==> src/vector_divider_config.svh <==
// Vector divider configuration
// Widths and FIFO depth shared by the packages and RTL

`ifndef VECTOR_DIVIDER_CONFIG_SVH
`define VECTOR_DIVIDER_CONFIG_SVH

// Operand, modulus and result width
`define VD_DATA_WIDTH 16

// Vector length and element index width
`define VD_LEN_WIDTH 8

// Entries per FIFO, also initial credits of each sender
`define VD_FIFO_DEPTH 4

// Credit counters must hold VD_FIFO_DEPTH
`define VD_CREDIT_WIDTH 3

`endif

==> src/div_data_pkg.sv <==
// Divider data package
// Payload structs carried on the operand and result links

`include "vector_divider_config.svh"

package div_data_pkg;

  //////////////////////////////////////////////////
  // Operand link payload
  //////////////////////////////////////////////////

  // One element of the vector, result is b / a
  typedef struct packed {
    logic [`VD_DATA_WIDTH-1:0] b;
    logic [`VD_DATA_WIDTH-1:0] a;
  } operand_pair_t;

  //////////////////////////////////////////////////
  // Result link payload
  //////////////////////////////////////////////////

  // Reduced quotient plus status bits
  typedef struct packed {
    logic [`VD_DATA_WIDTH-1:0] value;
    // Divisor was zero, value forced to zero
    logic                      div_by_zero;
    // Final element of the vector
    logic                      last;
  } result_t;

endpackage

==> src/div_ctrl_pkg.sv <==
// Divider control package
// Vector command format and sequencer FSM states

`include "vector_divider_config.svh"

package div_ctrl_pkg;

  //////////////////////////////////////////////////
  // Command
  //////////////////////////////////////////////////

  // Modulus of zero disables the reduction
  // Length of zero runs a single element
  typedef struct packed {
    logic [`VD_DATA_WIDTH-1:0] modulus;
    logic [`VD_LEN_WIDTH-1:0]  length;
  } vector_cmd_t;

  //////////////////////////////////////////////////
  // Sequencer FSM
  //////////////////////////////////////////////////

  typedef enum logic [1:0] {
    IDLE,
    FETCH,
    DIVIDE,
    WRITE
  } seq_state_t;

endpackage

==> src/credit_fifo.sv <==
// Credit-based receiving FIFO
// Circular buffer with any payload type, one credit returned per pop
// Sender is trusted never to overrun, so no full flag

`include "vector_divider_config.svh"

module credit_fifo #(
  parameter type payload_t = logic
) (
  input  logic     CLK,
  input  logic     RST,
  // Write side, guarded by sender credits
  input  logic     in_valid,
  input  payload_t in_data,
  output logic     credit,
  // Head of queue
  output logic     out_valid,
  output payload_t out_data,
  input  logic     pop
);

  localparam int DEPTH = `VD_FIFO_DEPTH;
  localparam int PTR_W = $clog2(DEPTH);

  payload_t                    mem [DEPTH];
  logic [PTR_W-1:0]            wr_ptr;
  logic [PTR_W-1:0]            rd_ptr;
  logic [`VD_CREDIT_WIDTH-1:0] count;
  logic                        do_pop;

  // Wrap at DEPTH, which need not be a power of two
  function automatic logic [PTR_W-1:0] next_ptr(input logic [PTR_W-1:0] ptr);
    return (ptr == PTR_W'(DEPTH - 1)) ? '0 : ptr + 1'b1;
  endfunction

  //////////////////////////////////////////////////
  // Head and credit return
  //////////////////////////////////////////////////

  assign out_valid = (count != '0);
  assign out_data  = mem[rd_ptr];
  // Pop on empty is ignored
  assign do_pop    = pop && out_valid;
  // Slot freed this cycle
  assign credit    = do_pop;

  //////////////////////////////////////////////////
  // Pointers and occupancy
  //////////////////////////////////////////////////

  always_ff @(posedge CLK or posedge RST) begin
    if (RST) begin
      wr_ptr <= '0;
      rd_ptr <= '0;
      count  <= '0;
    end else begin
      if (in_valid) begin
        wr_ptr <= next_ptr(wr_ptr);
      end
      if (do_pop) begin
        rd_ptr <= next_ptr(rd_ptr);
      end
      // Simultaneous push and pop keeps the count
      case ({in_valid, do_pop})
        2'b10:   count <= count + 1'b1;
        2'b01:   count <= count - 1'b1;
        default: count <= count;
      endcase
    end
  end

  // Storage, visible at the head one cycle after the write
  always_ff @(posedge CLK) begin
    if (in_valid) begin
      mem[wr_ptr] <= in_data;
    end
  end

endmodule

==> src/result_egress.sv <==
// Result egress
// Moves results from the output FIFO head to the outside port
// under credits returned by the external receiver

`include "vector_divider_config.svh"

module result_egress (
  input  logic                  CLK,
  input  logic                  RST,
  input  logic                  head_valid,
  input  div_data_pkg::result_t head_data,
  output logic                  head_pop,
  output logic                  res_valid,
  output div_data_pkg::result_t res_data,
  input  logic                  res_credit
);

  logic [`VD_CREDIT_WIDTH-1:0] credits;
  logic                        send;

  // Take the head only while the receiver has room
  assign send     = head_valid && (credits != '0);
  assign head_pop = send;

  always_ff @(posedge CLK or posedge RST) begin
    if (RST) begin
      credits   <= `VD_CREDIT_WIDTH'(`VD_FIFO_DEPTH);
      res_valid <= 1'b0;
    end else begin
      res_valid <= send;
      // Send and return together cancel out
      case ({send, res_credit})
        2'b10:   credits <= credits - 1'b1;
        2'b01:   credits <= credits + 1'b1;
        default: credits <= credits;
      endcase
    end
  end

  // Output payload register
  always_ff @(posedge CLK) begin
    if (send) begin
      res_data <= head_data;
    end
  end

endmodule

==> src/scalar_divider.sv <==
// Bit-serial scalar divider
// Restoring division b / a, then a second restoring pass
// that reduces the quotient modulo the modulus

`include "vector_divider_config.svh"

module scalar_divider (
  input  logic                      CLK,
  input  logic                      RST,
  input  logic                      start,
  // Held stable from start until ready
  input  logic [`VD_DATA_WIDTH-1:0] dividend,
  input  logic [`VD_DATA_WIDTH-1:0] divisor,
  input  logic [`VD_DATA_WIDTH-1:0] modulus,
  output logic                      ready,
  output logic [`VD_DATA_WIDTH-1:0] quotient,
  output logic                      div_by_zero
);

  localparam int W     = `VD_DATA_WIDTH;
  localparam int CNT_W = $clog2(W);

  // Control
  logic             busy;
  // 0 divides by divisor, 1 reduces by modulus
  logic             phase;
  logic [CNT_W-1:0] step;
  logic             last_step;

  // Datapath registers
  logic [W-1:0]     rem;
  logic [W-1:0]     shreg;
  logic [W-1:0]     q_hold;

  // One restoring step
  logic [W-1:0]     den;
  logic [W:0]       rem_shift;
  logic [W:0]       diff;
  logic             fit;
  logic [W-1:0]     rem_next;
  logic [W-1:0]     sh_next;

  //////////////////////////////////////////////////
  // Restoring step
  //////////////////////////////////////////////////

  always_comb begin
    den       = phase ? modulus : divisor;
    // Bring down the next numerator bit
    rem_shift = {rem, shreg[W-1]};
    diff      = rem_shift - {1'b0, den};
    // No borrow, the denominator fits
    fit       = ~diff[W];
    rem_next  = fit ? diff[W-1:0] : rem_shift[W-1:0];
    sh_next   = {shreg[W-2:0], fit};
    last_step = (step == CNT_W'(W - 1));
  end

  //////////////////////////////////////////////////
  // Sequencing, W steps per phase
  //////////////////////////////////////////////////

  always_ff @(posedge CLK or posedge RST) begin
    if (RST) begin
      busy  <= 1'b0;
      phase <= 1'b0;
      step  <= '0;
      ready <= 1'b0;
    end else begin
      ready <= 1'b0;
      if (!busy) begin
        // Start ignored while a division runs
        if (start) begin
          busy  <= 1'b1;
          phase <= 1'b0;
          step  <= '0;
        end
      end else begin
        step <= last_step ? '0 : step + 1'b1;
        if (last_step) begin
          if (!phase) begin
            phase <= 1'b1;
          end else begin
            busy  <= 1'b0;
            ready <= 1'b1;
          end
        end
      end
    end
  end

  //////////////////////////////////////////////////
  // Datapath
  //////////////////////////////////////////////////

  always_ff @(posedge CLK) begin
    if (!busy && start) begin
      rem   <= '0;
      shreg <= dividend;
    end else if (busy) begin
      if (last_step && !phase) begin
        // Quotient becomes the numerator of the second pass
        rem    <= '0;
        shreg  <= sh_next;
        q_hold <= sh_next;
      end else begin
        rem   <= rem_next;
        shreg <= sh_next;
      end
      // Final step, remainder of the second pass is the result
      if (last_step && phase) begin
        div_by_zero <= (divisor == '0);
        if (divisor == '0) begin
          quotient <= '0;
        end else if (modulus == '0) begin
          quotient <= q_hold;
        end else begin
          quotient <= rem_next;
        end
      end
    end
  end

endmodule

==> src/vector_sequencer.sv <==
// Vector sequencer
// Walks one vector element by element, feeds the scalar divider
// and writes each result to the output FIFO under credits

`include "vector_divider_config.svh"

module vector_sequencer (
  input  logic                          CLK,
  input  logic                          RST,
  // Command
  input  logic                          start,
  input  div_ctrl_pkg::vector_cmd_t     cmd,
  output logic                          ready,
  // Operand FIFO head
  input  logic                          op_valid,
  input  div_data_pkg::operand_pair_t   op_data,
  output logic                          op_pop,
  // Scalar divider
  output logic                          div_start,
  output logic [`VD_DATA_WIDTH-1:0]     div_dividend,
  output logic [`VD_DATA_WIDTH-1:0]     div_divisor,
  output logic [`VD_DATA_WIDTH-1:0]     div_modulus,
  input  logic                          div_ready,
  input  logic [`VD_DATA_WIDTH-1:0]     div_quotient,
  input  logic                          div_zero,
  // Output FIFO write, credit based
  output logic                          res_valid,
  output div_data_pkg::result_t         res_data,
  input  logic                          res_credit
);

  div_ctrl_pkg::seq_state_t    state;
  div_ctrl_pkg::vector_cmd_t   cmd_q;
  logic [`VD_LEN_WIDTH-1:0]    index;
  logic [`VD_LEN_WIDTH-1:0]    last_idx;
  logic                        is_last;
  logic [`VD_CREDIT_WIDTH-1:0] credits;
  logic                        can_fetch;
  logic                        issue;

  //////////////////////////////////////////////////
  // Decode
  //////////////////////////////////////////////////

  // Zero length runs as one element
  assign last_idx    = (cmd_q.length == '0) ? '0 : cmd_q.length - 1'b1;
  assign is_last     = (index == last_idx);
  // Stall here without an output credit, back-pressure to the input
  assign can_fetch   = (state == div_ctrl_pkg::FETCH) && op_valid && (credits != '0);
  assign op_pop      = can_fetch;
  assign issue       = (state == div_ctrl_pkg::WRITE);
  assign div_modulus = cmd_q.modulus;

  //////////////////////////////////////////////////
  // FSM and credits
  //////////////////////////////////////////////////

  always_ff @(posedge CLK or posedge RST) begin
    if (RST) begin
      state     <= div_ctrl_pkg::IDLE;
      index     <= '0;
      credits   <= `VD_CREDIT_WIDTH'(`VD_FIFO_DEPTH);
      div_start <= 1'b0;
      res_valid <= 1'b0;
      ready     <= 1'b0;
    end else begin
      div_start <= 1'b0;
      res_valid <= 1'b0;
      // One cycle after the last result enters the output FIFO
      ready     <= res_valid && res_data.last;

      case ({issue, res_credit})
        2'b10:   credits <= credits - 1'b1;
        2'b01:   credits <= credits + 1'b1;
        default: credits <= credits;
      endcase

      case (state)
        div_ctrl_pkg::IDLE: begin
          if (start) begin
            index <= '0;
            state <= div_ctrl_pkg::FETCH;
          end
        end
        div_ctrl_pkg::FETCH: begin
          if (can_fetch) begin
            div_start <= 1'b1;
            state     <= div_ctrl_pkg::DIVIDE;
          end
        end
        div_ctrl_pkg::DIVIDE: begin
          // Single element in the divider at a time
          if (div_ready) begin
            state <= div_ctrl_pkg::WRITE;
          end
        end
        div_ctrl_pkg::WRITE: begin
          res_valid <= 1'b1;
          if (is_last) begin
            state <= div_ctrl_pkg::IDLE;
          end else begin
            index <= index + 1'b1;
            state <= div_ctrl_pkg::FETCH;
          end
        end
        default: begin
          state <= div_ctrl_pkg::IDLE;
        end
      endcase
    end
  end

  //////////////////////////////////////////////////
  // Payload registers
  //////////////////////////////////////////////////

  always_ff @(posedge CLK) begin
    if ((state == div_ctrl_pkg::IDLE) && start) begin
      cmd_q <= cmd;
    end
    // Operands stay put until the divider finishes
    if (can_fetch) begin
      div_dividend <= op_data.b;
      div_divisor  <= op_data.a;
    end
    if ((state == div_ctrl_pkg::DIVIDE) && div_ready) begin
      res_data.value       <= div_quotient;
      res_data.div_by_zero <= div_zero;
    end
    if (issue) begin
      res_data.last <= is_last;
    end
  end

endmodule

==> src/vector_divider.sv <==
// Vector modular divider, top level
// Input FIFO, sequencer, scalar divider, output FIFO and egress

`include "vector_divider_config.svh"

module vector_divider (
  input  logic                        CLK,
  input  logic                        RST,
  input  logic                        start,
  input  div_ctrl_pkg::vector_cmd_t   cmd,
  output logic                        ready,
  input  logic                        in_valid,
  input  div_data_pkg::operand_pair_t in_data,
  output logic                        in_credit,
  output logic                        res_valid,
  output div_data_pkg::result_t       res_data,
  input  logic                        res_credit
);

  // Operand FIFO head
  logic                        op_valid;
  div_data_pkg::operand_pair_t op_data;
  logic                        op_pop;

  // Sequencer to divider
  logic                        div_start;
  logic                        div_ready;
  logic [`VD_DATA_WIDTH-1:0]   div_dividend;
  logic [`VD_DATA_WIDTH-1:0]   div_divisor;
  logic [`VD_DATA_WIDTH-1:0]   div_modulus;
  logic [`VD_DATA_WIDTH-1:0]   div_quotient;
  logic                        div_zero;

  // Sequencer to output FIFO
  logic                        wr_valid;
  div_data_pkg::result_t       wr_data;
  logic                        wr_credit;

  // Output FIFO head
  logic                        head_valid;
  div_data_pkg::result_t       head_data;
  logic                        head_pop;

  //////////////////////////////////////////////////
  // Input side
  //////////////////////////////////////////////////

  credit_fifo #(
    .payload_t (div_data_pkg::operand_pair_t)
  ) u_in_fifo (
    .CLK       (CLK),
    .RST       (RST),
    .in_valid  (in_valid),
    .in_data   (in_data),
    .credit    (in_credit),
    .out_valid (op_valid),
    .out_data  (op_data),
    .pop       (op_pop)
  );

  //////////////////////////////////////////////////
  // Processing
  //////////////////////////////////////////////////

  vector_sequencer u_seq (
    .CLK          (CLK),
    .RST          (RST),
    .start        (start),
    .cmd          (cmd),
    .ready        (ready),
    .op_valid     (op_valid),
    .op_data      (op_data),
    .op_pop       (op_pop),
    .div_start    (div_start),
    .div_dividend (div_dividend),
    .div_divisor  (div_divisor),
    .div_modulus  (div_modulus),
    .div_ready    (div_ready),
    .div_quotient (div_quotient),
    .div_zero     (div_zero),
    .res_valid    (wr_valid),
    .res_data     (wr_data),
    .res_credit   (wr_credit)
  );

  scalar_divider u_div (
    .CLK         (CLK),
    .RST         (RST),
    .start       (div_start),
    .dividend    (div_dividend),
    .divisor     (div_divisor),
    .modulus     (div_modulus),
    .ready       (div_ready),
    .quotient    (div_quotient),
    .div_by_zero (div_zero)
  );

  //////////////////////////////////////////////////
  // Output side
  //////////////////////////////////////////////////

  credit_fifo #(
    .payload_t (div_data_pkg::result_t)
  ) u_out_fifo (
    .CLK       (CLK),
    .RST       (RST),
    .in_valid  (wr_valid),
    .in_data   (wr_data),
    .credit    (wr_credit),
    .out_valid (head_valid),
    .out_data  (head_data),
    .pop       (head_pop)
  );

  result_egress u_egress (
    .CLK        (CLK),
    .RST        (RST),
    .head_valid (head_valid),
    .head_data  (head_data),
    .head_pop   (head_pop),
    .res_valid  (res_valid),
    .res_data   (res_data),
    .res_credit (res_credit)
  );

endmodule

==> config.mk <==
export PLATFORM = sky130hd
export DESIGN_NAME = vector_divider
export DESIGN_NICKNAME = d
export VERILOG_FILES = /design/src/div_data_pkg.sv /design/src/div_ctrl_pkg.sv /design/src/credit_fifo.sv /design/src/result_egress.sv /design/src/scalar_divider.sv /design/src/vector_sequencer.sv /design/src/vector_divider.sv
export VERILOG_INCLUDE_DIRS = /design/src /design/src/src
export SDC_FILE = /design/constraint.sdc
export NUM_CORES = 1
export LEC_CHECK = 0
export ABC_AREA = 0
export BUFFER_PORTS_ARGS = -buffer_cell sky130_fd_sc_hd__buf_2
export CAP_MARGIN = 10
export CORE_MARGIN = 2
export CORE_UTILIZATION = 61
export DETAILED_ROUTE_END_ITERATION = 8
export PLACE_DENSITY = 0.75
export SLEW_MARGIN = 20
export SYNTH_ARGS = -nofsm -noshare
export SYNTH_HDL_FRONTEND = slang
export SYNTH_SLANG_ARGS = --single-unit
export TNS_END_PERCENT = 100
==> constraint.sdc <==
create_clock -name CLK -period 3.89 [get_ports CLK]
set_clock_uncertainty 0.2 [all_clocks]
set_input_delay 0.1945 -clock CLK [delete_from_list [all_inputs] [get_ports CLK]]
set_output_delay 0.1945 -clock CLK [all_outputs]
set_load 0.01 [all_outputs]
# After elaboration in Yosys (flattened, before gate mapping)
# Memory sizes are Yosys's and may differ from the RTL's. A register that Yosys moved wholly into a read port is not among the register bits.
# Cells that the tools add are included.
word_totals:
  regBits: 148
  n_memories: 2
  ram_bits: 200
  inputBits: 61
  mem_bits_ro: 0
  latchBits: 0
mem_list:
  columns: ["memory", "depth", "width", "rd", "rd_clocked_by_memory_dff", "wr", "line", "text"]
  rows:
  - ["u_in_fifo.mem", 4, 32, 1, 1, 1, "credit_fifo.sv:25", "payload_t mem [DEPTH];"]
  - ["u_out_fifo.mem", 4, 18, 1, 1, 1, "credit_fifo.sv:25", null]
op_classes:
  n_lt_le_gt_ge: 0
  n_shift: 0
  eq_ne: 22
  mux: 43
  div: 0
  mul: 0
  n_bitwise: 2
  n_reduce_logical: 33
  addsub: 16
op_table:
  columns: ["cell", "count"]
  rows:
  - ["16-bit two-way mux", 6]
  - ["16-bit logical NOT", 2]
  - ["8-bit two-way mux", 3]
  - ["3-bit one-hot mux with 2 select lines", 4]
  - ["2-bit equality test (second input constant)", 10]
  - ["1-bit two-way mux", 18]
  - ["17-bit by 16-bit subtractor with 17-bit output", 1]
  - ["8-bit one-hot mux with 2 select lines", 1]
  - ["2-bit two-way mux", 7]
  - ["2-bit nonzero test", 7]
  - ["3-bit by 1-bit adder with 3-bit output (second input constant)", 4]
  - ["4-bit two-way mux", 3]
  - ["3-bit AND reduction", 4]
  - ["3-bit nonzero test", 4]
  - ["3-bit by 1-bit subtractor with 3-bit output (second input constant)", 4]
  - ["1-bit logical AND", 11]
  - ["2-bit by 1-bit equality test with 1-bit output (second input constant)", 5]
  - ["2-bit by 1-bit adder with 2-bit output (second input constant)", 4]
  - ["8-bit by 1-bit adder with 8-bit output (second input constant)", 1]
  - ["8-bit equality test", 1]
  - ["8-bit logical NOT", 1]
  - ["2-bit inequality test (second input constant)", 4]
  - ["2-bit one-hot mux with 4 select lines", 1]
  - ["8-bit by 1-bit subtractor with 8-bit output (second input constant)", 1]
  - ["other kinds (7)", 9]

# Logic depth before layout (Yosys ltp)
# Gate-level depths: netlist (run 1).
logic_depth:
  ltp_word: 6
  depth_mapped: 15
  ltp_nobuf: 13

# Modules after synthesis
# Synthesis (run 1) repeated with hierarchy kept, for this count alone.
unflattened:
  cells_unflattened: 1062
  area_unflattened_um2: 17036.3
by_module_without_submodules:
  columns: ["mod", "area_each_um2", "cells_each", "instances"]
  rows:
  - ["credit_fifo at u_in_fifo", 5098.6, 208, 1]
  - ["scalar_divider", 4370.4, 440, 1]
  - ["vector_sequencer", 3768.6, 247, 1]
  - ["credit_fifo at u_out_fifo", 3064.2, 134, 1]
  - ["result_egress", 734.5, 33, 1]

# Worst setup path before layout (run 1)
# OpenSTA, ideal clock, no wires.
synth_path:
  path_type: "register -> register"
  startpoint: "reg u_seq.state[1]"
  endpoint: "reg u_seq.div_dividend[0] (read register of u_in_fifo.mem) (enable)"
  setup_ps: 461
  stages_incl_launch_ff: 5
  arrival_ps: 2910
  period_less_slack_ps: 3571
  slack_ps: 319
  required_ps: 3229
  cell_sequence: "dfrtp_1 > inv_1 > ha_1 > inv_1 > nor3_1"
synth_via:
  elab_chain_cells: 3
synth_rtl:
  columns: ["item", "line", "text"]
  rows:
  - ["from (decl)", "vector_sequencer.sv:32", "div_ctrl_pkg::seq_state_t state;"]
  - ["from (signal assigned)", "vector_sequencer.sv:60", "state <= div_ctrl_pkg::IDLE;"]
  - ["from (signal assigned)", "vector_sequencer.sv:82", "state <= div_ctrl_pkg::FETCH;"]
  - ["from (signal assigned)", "vector_sequencer.sv:88", "state <= div_ctrl_pkg::DIVIDE;"]
  - ["2-bit by 1-bit equality test with 1-bit output", "vector_sequencer.sv:49", "assign can_fetch = (state == div_ctrl_pkg::FETCH) && op_valid && (credits != '0);"]
  - ["1-bit logical AND (2 in series)", "vector_sequencer.sv:49", null]
  - ["to (decl)", "vector_sequencer.sv:20", "output logic [`VD_DATA_WIDTH-1:0] div_dividend,"]
# No other way between the ends.
# A chain may end at the register's enable or synchronous reset.

# Worst setup path after layout (run 1)
layout_path:
  startpoint: "reg u_seq.cmd_q[0] in the netlist's numbering"
  endpoint: "reg u_seq.state[0]"
layout_via:
  elab_chain_cells: 5
  word_cells_on_any_way: 6
  cone_classes: "add/sub (1); eq/ne (1); mux (3); reduce/logical (1)"
layout_rtl:
  columns: ["item", "line", "text"]
  rows:
  - ["from (decl)", "vector_sequencer.sv:33", "div_ctrl_pkg::vector_cmd_t cmd_q;"]
  - ["from (signal assigned)", "vector_sequencer.sv:119", "cmd_q <= cmd;"]
  - ["8-bit by 1-bit subtractor with 8-bit output / 8-bit logical NOT (equally long branches)", "vector_sequencer.sv:46", "assign last_idx = (cmd_q.length == '0) ? '0 : cmd_q.length - 1'b1;"]
  - ["8-bit two-way mux (*)", "vector_sequencer.sv:46", null]
  - ["8-bit equality test (*)", "vector_sequencer.sv:47", "assign is_last = (index == last_idx);"]
  - ["1-bit two-way mux (*)", "vector_sequencer.sv:99", "if (is_last) begin"]
  - ["2-bit one-hot mux with 4 select lines (*)", "vector_sequencer.sv:78", "case (state)"]
  - ["to (signal assigned)", "vector_sequencer.sv:82", null]
  - ["to (signal assigned)", "vector_sequencer.sv:100", "state <= div_ctrl_pkg::IDLE;"]
  - ["to (signal assigned)", "vector_sequencer.sv:103", "state <= div_ctrl_pkg::FETCH;"]
# Every way passes the cells marked *; elsewhere a longest branch is shown, timed or not.

==> results.md, run 1 <==
* Status: complete, but fails checks
* Failing checks: design-rule violations
* Setup crit end kind: register
* Pwr Density at 794.1 nW/um^2
* Syn Area/Cell at 16.92 sq um
* CP cell instances: inv_1, ha_1, or4b_4, o21ai_2, mux2_2, o211a_1, a211oi_1, nor2_1, o31ai_1, o31ai_1
* Slowest-stage cell, CP: a211oi_1
* Worst path depth at 10
* Die Height at 167.3 microns
* ANT cells at 0
* Slew HR at 0.3775
* Post-synthesis simple-gate area fraction at 0.05832
* Area contributors post-synth: edfxtp_1, mux4_2, dfrtp_1
* Most frequent cells in the layout: edfxtp_1, buf_2, dlygate4sd3_1
* H-tree levels at 2
* Hold crit path type: in2reg
* Worst-margin pin slew at 933.7 ps
* CP Max Fanout at 9
* Grt total ovfl at 0
* Number of synthesized flops with an enable pin at 341
* Crit path to: u_seq.state[0]
* Die ar. at 27980 sq um
* CP Launch Point: u_seq.cmd_q[0]
* Area Overhead vs Synth at 16.43%
* Slew Viols, Final at 0
* Post-route minimum period at 3590 ps
* Cts repair resizes at 0
* Main combinational cell family by area after synthesis: multiplexers
* First DRT Iteration DRCs at 574
* Setup_tns at 0 ps
* # IOs at 82
* Syn_nets at 1064
* Critical path arrival at 3770 ps
* TritonCTS Sinks at 398
* R2R cell count at 10
* CTS tree: done
* Root Driver: clkbuf_16
* Fillers at 1619
* FP Rows at 59
* RePlAce Congestion at 0.9194
* Syn Std Cell Area at 16260 sq um
* Post-route clock period utilization at 0.9228
* Max-cap viol count at 0
* # nets final at 1230
* Delay of the slowest critical-path stage at 560 ps
* Design Power at 15040 uW
* Design area at 18940 sq um
* Via count of the first global-routing pass at 9154
* Setup violation total in the final timing report at 0
* Drt total wl at 30880 microns
* Clk_lat worst skew at 520 ps
* Async set or reset register ratio after synthesis at 0.1030
* I/O Buffers at 81
* LEAKAGE at 0.006834 uW
* Yosys top cell area share at 0.6296
* Via Count at 8699
* Mux cell area share after synthesis at 0.1026
* Yosys cell types at 71
* Seq/Total Area, Yosys at 0.7126
* Share of layout cells above drive strength 1 at 0.2171
* Post-Synthesis Cells at 961
* RR Endpoint: u_seq.state[0]
* Fin. Hold Viols at 0
* Synth warnings at 0
* RSZ-0062 raised after global routing: false
* Initial Util at 0.6223
* Largest net degree at the start of global routing at 42
* Dominant register cell in the synthesized netlist: edfxtp_1
* Commonest non-fill, non-tap cell in the layout: edfxtp_1
* Dpl cells at 1362
* Fmax at 278.6 MHz
* Average routed wire per standard cell at 20.71 microns
* Post-Synth Adder-Cell Area at 0.03462
* Setup Crit Path Kind: reg2reg
* Top delay family on crit path: compound AO/OA/AOI/OAI gates
* Iteration count of the initial detailed-routing pass at 7
* Compound-cell area share of the yosys netlist at 0.05924
* Startpoint Class: register
* Flip-flop and latch count after synthesis at 398
* CP most frequent cell: o31ai_1
* Die W at 167.3 microns
* First-pass GRT wire length at 49470 microns
* Via/cell ratio at 5.834
* WP data required at 4070 ps
* Setup Buffers After CTS at 0
* Non-Filler Instances at 1491
* Crit path buffers/inverters at 1
* R2R setup slack at 300 ps
* Antenna-violating nets left at 0
* Placed Instance Area at 17100 sq um
* Initial antenna violation count at 0
* Core area at 26130 sq um
* Peak supply drop at 0.5258 mV
* Maximum root-to-sink buffer count at 3
* Clk slew on worst S/H paths at 60 ps
* XOR/XNOR Fraction of Synth Area at 0.01562
* Dominant cell type by area after synthesis: edfxtp_1
* Global Route Usage Sum at 0.2285
* Num CTS Buffers at 39
* Final HPWL DP at 18520 microns
* R2r startpoint: u_seq.cmd_q[0]
* DRC viols at 5
metal layers:
metal,GRT usage,wire [microns]
met5,0,0
met4,0.07788,952
met3,0.03073,1439
met2,0.3956,15520
met1,0.3036,12970
power by group:
| part | switching (uW) | internal, uW |
|---|---|---|
| logic | 2430 | 2120 |
| registers | 729 | 6060 |
| clock network | 1540 | 2160 |
how the worst min path moves through the flow:
stage,cells after the start,to,start
2_1_floorplan,1,u_in_fifo.wr_ptr[1],in_valid
3_3_place_gp,1,u_seq.cmd_q[1],cmd[1]
3_5_place_dp,1,u_seq.div_modulus[4],cmd[12]
4_1_cts,4,u_seq.index[2],start
5_1_grt,2,u_seq.cmd_q[2],cmd[2]
6_report,2,u_seq.div_modulus[3],cmd[11]
flip-flops by register name, indices dropped and copies added (netlist names), 3 cells and up:
name / flops
u_in_fifo.mem: 128
u_out_fifo.mem: 72
u_egress.res_data: 18
u_seq.res_data: 18
u_div.q_hold: 16
u_div.quotient: 16
u_div.rem: 16
u_div.shreg: 16
u_seq.div_dividend: 16
u_seq.div_divisor: 16
u_seq.div_modulus: 16
u_seq.cmd_q: 8
u_seq.index: 8
u_div.step: 4
u_egress.credits: 3
u_in_fifo.count: 3
u_out_fifo.count: 3
u_seq.credits: 3
cell families (layout without fill, tap and decap cells):
group           count (synthesis)  in the layout
simple gates                  185            185
fa+ha+maj                      42             42
xor+xnor                       29             29
buf+inv                        69            264
mux                           101            101
compound gates                137            137
flops                         398            398
final cells by class:
type	count	area (sq um)	area share
Clock buffer	49	1035	0.05464
Clock inverter	21	211.5	0.01117
Inverter	34	127.6	0.006740
Multi-Input combinational cell	494	4405	0.2327
Sequential cell	398	11590	0.6121
Tap cell	335	419.2	0.02214
Timing Repair Buffer	160	1146	0.06053
stage by stage:
stage / hold slack [ps] / util / setup WS, ps
after floorplan: 90.95 / - / 318.8
after global placement: 171.3 / 0.6543 / 360.6
after detailed placement: 172.9 / 0.6543 / 319.1
after CTS: 174.6 / 0.7246 / 314.4
after global routing: 190.4 / 0.7246 / 52.48
final: 184.4 / 0.7246 / 300.2
repair_timing:
item,4_1_cts,5_1_grt
setup endpoints to repair,0,0
endpoints found under the hold margin,196,0
hold buffers,59,0
synthesized netlist by cell type, types with 5 or more instances:
library cell / instances
dfxtp_1: 16
and3_1: 6
clkbuf_1: 24
xnor2_1: 18
and2_1: 16
nand2b_1: 7
nand2_1: 45
edfxtp_1: 341
or3_1: 6
buf_1: 6
mux2i_1: 25
a21oi_1: 16
mux4_2: 50
xor2_1: 11
a21o_1: 6
nor3_1: 15
ha_1: 37
dfrtp_1: 39
nand3_1: 11
mux2_2: 26
a211oi_1: 18
fa_1: 5
nor2_1: 45
inv_1: 34
nor4_1: 12
o21a_1: 5
o21ai_0: 49
No activity file was read; power rests on OpenSTA's default activity.
==> run 2: changes to the inputs <==
--- a/constraint.sdc
+++ b/constraint.sdc
@@ -3,3 +3,3 @@
 set_input_delay 0.1945 -clock CLK [delete_from_list [all_inputs] [get_ports CLK]]
 set_output_delay 0.1945 -clock CLK [all_outputs]
-set_load 0.01 [all_outputs]
+set_load 0.1 [all_outputs]
==> results.md, run 2 (synthesis gave the netlist of run 1 again) <==
* Cts repair resizes at 0
* DRC viols at 5
* CP most frequent cell: mux2_2
* Setup Buffers After CTS at 0
* Global Route Usage Sum at 0.2260
* RePlAce Congestion at 0.9183
* Setup crit end kind: register
* Internal at 10480 uW
* Initial Util at 0.6223
* Hold Path Depth at 3
* Slew Viols, Final at 0
* Top Registers: u_in_fifo.mem (128), u_out_fifo.mem (72)
* Delay of the slowest critical-path stage at 560 ps
* CP Max Fanout at 9
* Most frequent cells in the layout: edfxtp_1, buf_2, dlygate4sd3_1
* Setup_tns at 0 ps
* Commonest non-fill, non-tap cell in the layout: edfxtp_1
* Final Util at 0.7279
* Pwr Density at 837.5 nW/um^2
* R2R cell count at 10
* Hold crit path type: in2reg
* Clk network pwr share at 0.245
* FP Rows at 59
* GR Util met2 at 0.3760
* CP Launch Point: u_seq.cmd_q[0]
* Core area at 26130 sq um
* ANT cells at 0
* Critical path arrival at 3770 ps
* Number of flip-flops in the largest register at 128
* Slowest-stage cell, CP: or4b_4
* H-tree levels at 2
* Grt total ovfl at 0
* Status: complete, but fails checks
* Hold path start: start
* Top delay family on crit path: compound AO/OA/AOI/OAI gates
* Antenna-violating nets left at 0
* Share of layout cells above drive strength 1 at 0.2219
* CP cell instances: inv_1, ha_1, or4b_4, o21ai_2, mux2_2, o211a_1, a2111oi_4, nor2_2, mux2_2, a22o_1
* Fin. Hold Viols at 0
* # IOs at 82
* Largest net degree at the start of global routing at 42
* Psw at 5453 uW
* Biggest register: u_in_fifo.mem
* Slew HR at 0.3867
* Final HPWL DP at 18200 microns
* Post-route clock period utilization at 0.9170
* # nets final at 1229
* First-pass GRT wire length at 48850 microns
* Via Count at 8715
* Design Power at 15930 uW
* I/O Buffers at 81
* Crit path to: u_seq.index[0]
* Num CTS Buffers at 41
* Gate power share at 0.328
* Initial antenna violation count at 0
* CTS tree: done
* Sequential Power Share at 0.427
* Worst path depth at 10
* Drt total wl at 30300 microns
* Die W at 167.3 microns
* Die ar. at 27980 sq um
* WP data required at 4100 ps
* Post-route minimum period at 3567 ps
* Maximum root-to-sink buffer count at 3
* Most Used Layer, Global Route: met2
* First DRT Iteration DRCs at 558
* Via/cell ratio at 5.837
* Area Overhead vs Synth at 16.96%
* Die Height at 167.3 microns
* Met3 Usage GRT at 0.03687
* Root Driver: clkbuf_16
* Peak supply drop at 0.6192 mV
* RSZ-0062 raised after global routing: false
* GR Util met1 at 0.3082
* Via count of the first global-routing pass at 9084
* Clk_lat worst skew at 530 ps
* Max-cap viol count at 0
* Fmax at 280.3 MHz
* Clk slew on worst S/H paths at 60 ps
* Startpoint Class: register
* Setup Crit Path Kind: reg2reg
* Average routed wire per standard cell at 20.30 microns
* Worst-margin pin slew at 920.0 ps
* Hold_buf cts at 59
* TritonCTS Sinks at 398
* R2r startpoint: u_seq.cmd_q[0]
* Iteration count of the initial detailed-routing pass at 7
* LEAKAGE at 0.006879 uW
* Switching part of the total power at 0.3424
* Setup violation total in the final timing report at 0
* Failing checks: design-rule violations
* Crit path buffers/inverters at 1
* R2R setup slack at 320 ps
* RR Endpoint: u_seq.index[0]
run 2: cell types whose count changed in the layout (fill, tap and decap cells not counted), moves of 2 or more:
cell       previous run  this run
buf_4                20        17
clkbuf_16            40        42
clkinv_1              9         5
clkinv_2              5         7
clkbuf_8              0         3
run 2: worst min-delay path by stage:
stage	slack (ps)	to
detailed placement	170	u_seq.div_modulus[3]
global route	180	u_seq.div_modulus[1]
global placement	170	u_seq.cmd_q[1]
CTS	150	u_seq.index[2]
finish	170	u_seq.div_modulus[5]
floorplan	90	u_in_fifo.wr_ptr[1]
run 2: power by group through the flow:
stage | registers, uW | logic (uW) | clock network, uW
after floorplan | 7250 | 3490 | 0
after global placement | 6820 | 5060 | 0
after detailed placement | 6860 | 5160 | 0
after CTS | 6790 | 5260 | 3950
after global routing | 6920 | 5740 | 4150
final | 6800 | 5230 | 3900
run 2: metrics by stage:
step           instance area [sq um]  worst slack (ps)  std cells  hold WS [ps]
2_1_floorplan                  16270             308.3        961         90.95
3_3_place_gp                   17080             371.2       1359         170.6
3_5_place_dp                   17080             348.6       1359         173.0
4_1_cts                        19020             332.8       1493         153.8
5_1_grt                        19020             83.47       1493         175.5
6_report                       19020             323.0       1493         174.0
run 2: per-layer routing:
layer  part of all wire  vias to the layer above
met1               0.43                     4349
met4              0.029                        0
met3              0.045                       58
met2               0.50                      235
met5                  0                        -
li1                   -                     4073
run 2: layout make-up:
| class | instances | area (sq um) |
|---|---|---|
| clock inverter | 20 | 219.0 |
| fill | 1623 | 7112 |
| clock buffer | 55 | 1130 |
| timing repair buffer | 157 | 1124 |
| sequential | 398 | 11590 |
| inverter | 34 | 127.6 |
| tap | 335 | 419.2 |
| multi-input combinational | 494 | 4410 |
run 2: worst reg2reg max path, stage by stage, from the launching register on:
cell and delay [ps]:
edfxtp_1 460, inv_1 180, ha_1 370, or4b_4 560
o21ai_2 180, mux2_2 350, o211a_1 200, a2111oi_4 460
nor2_2 60, mux2_2 260, a22o_1 170
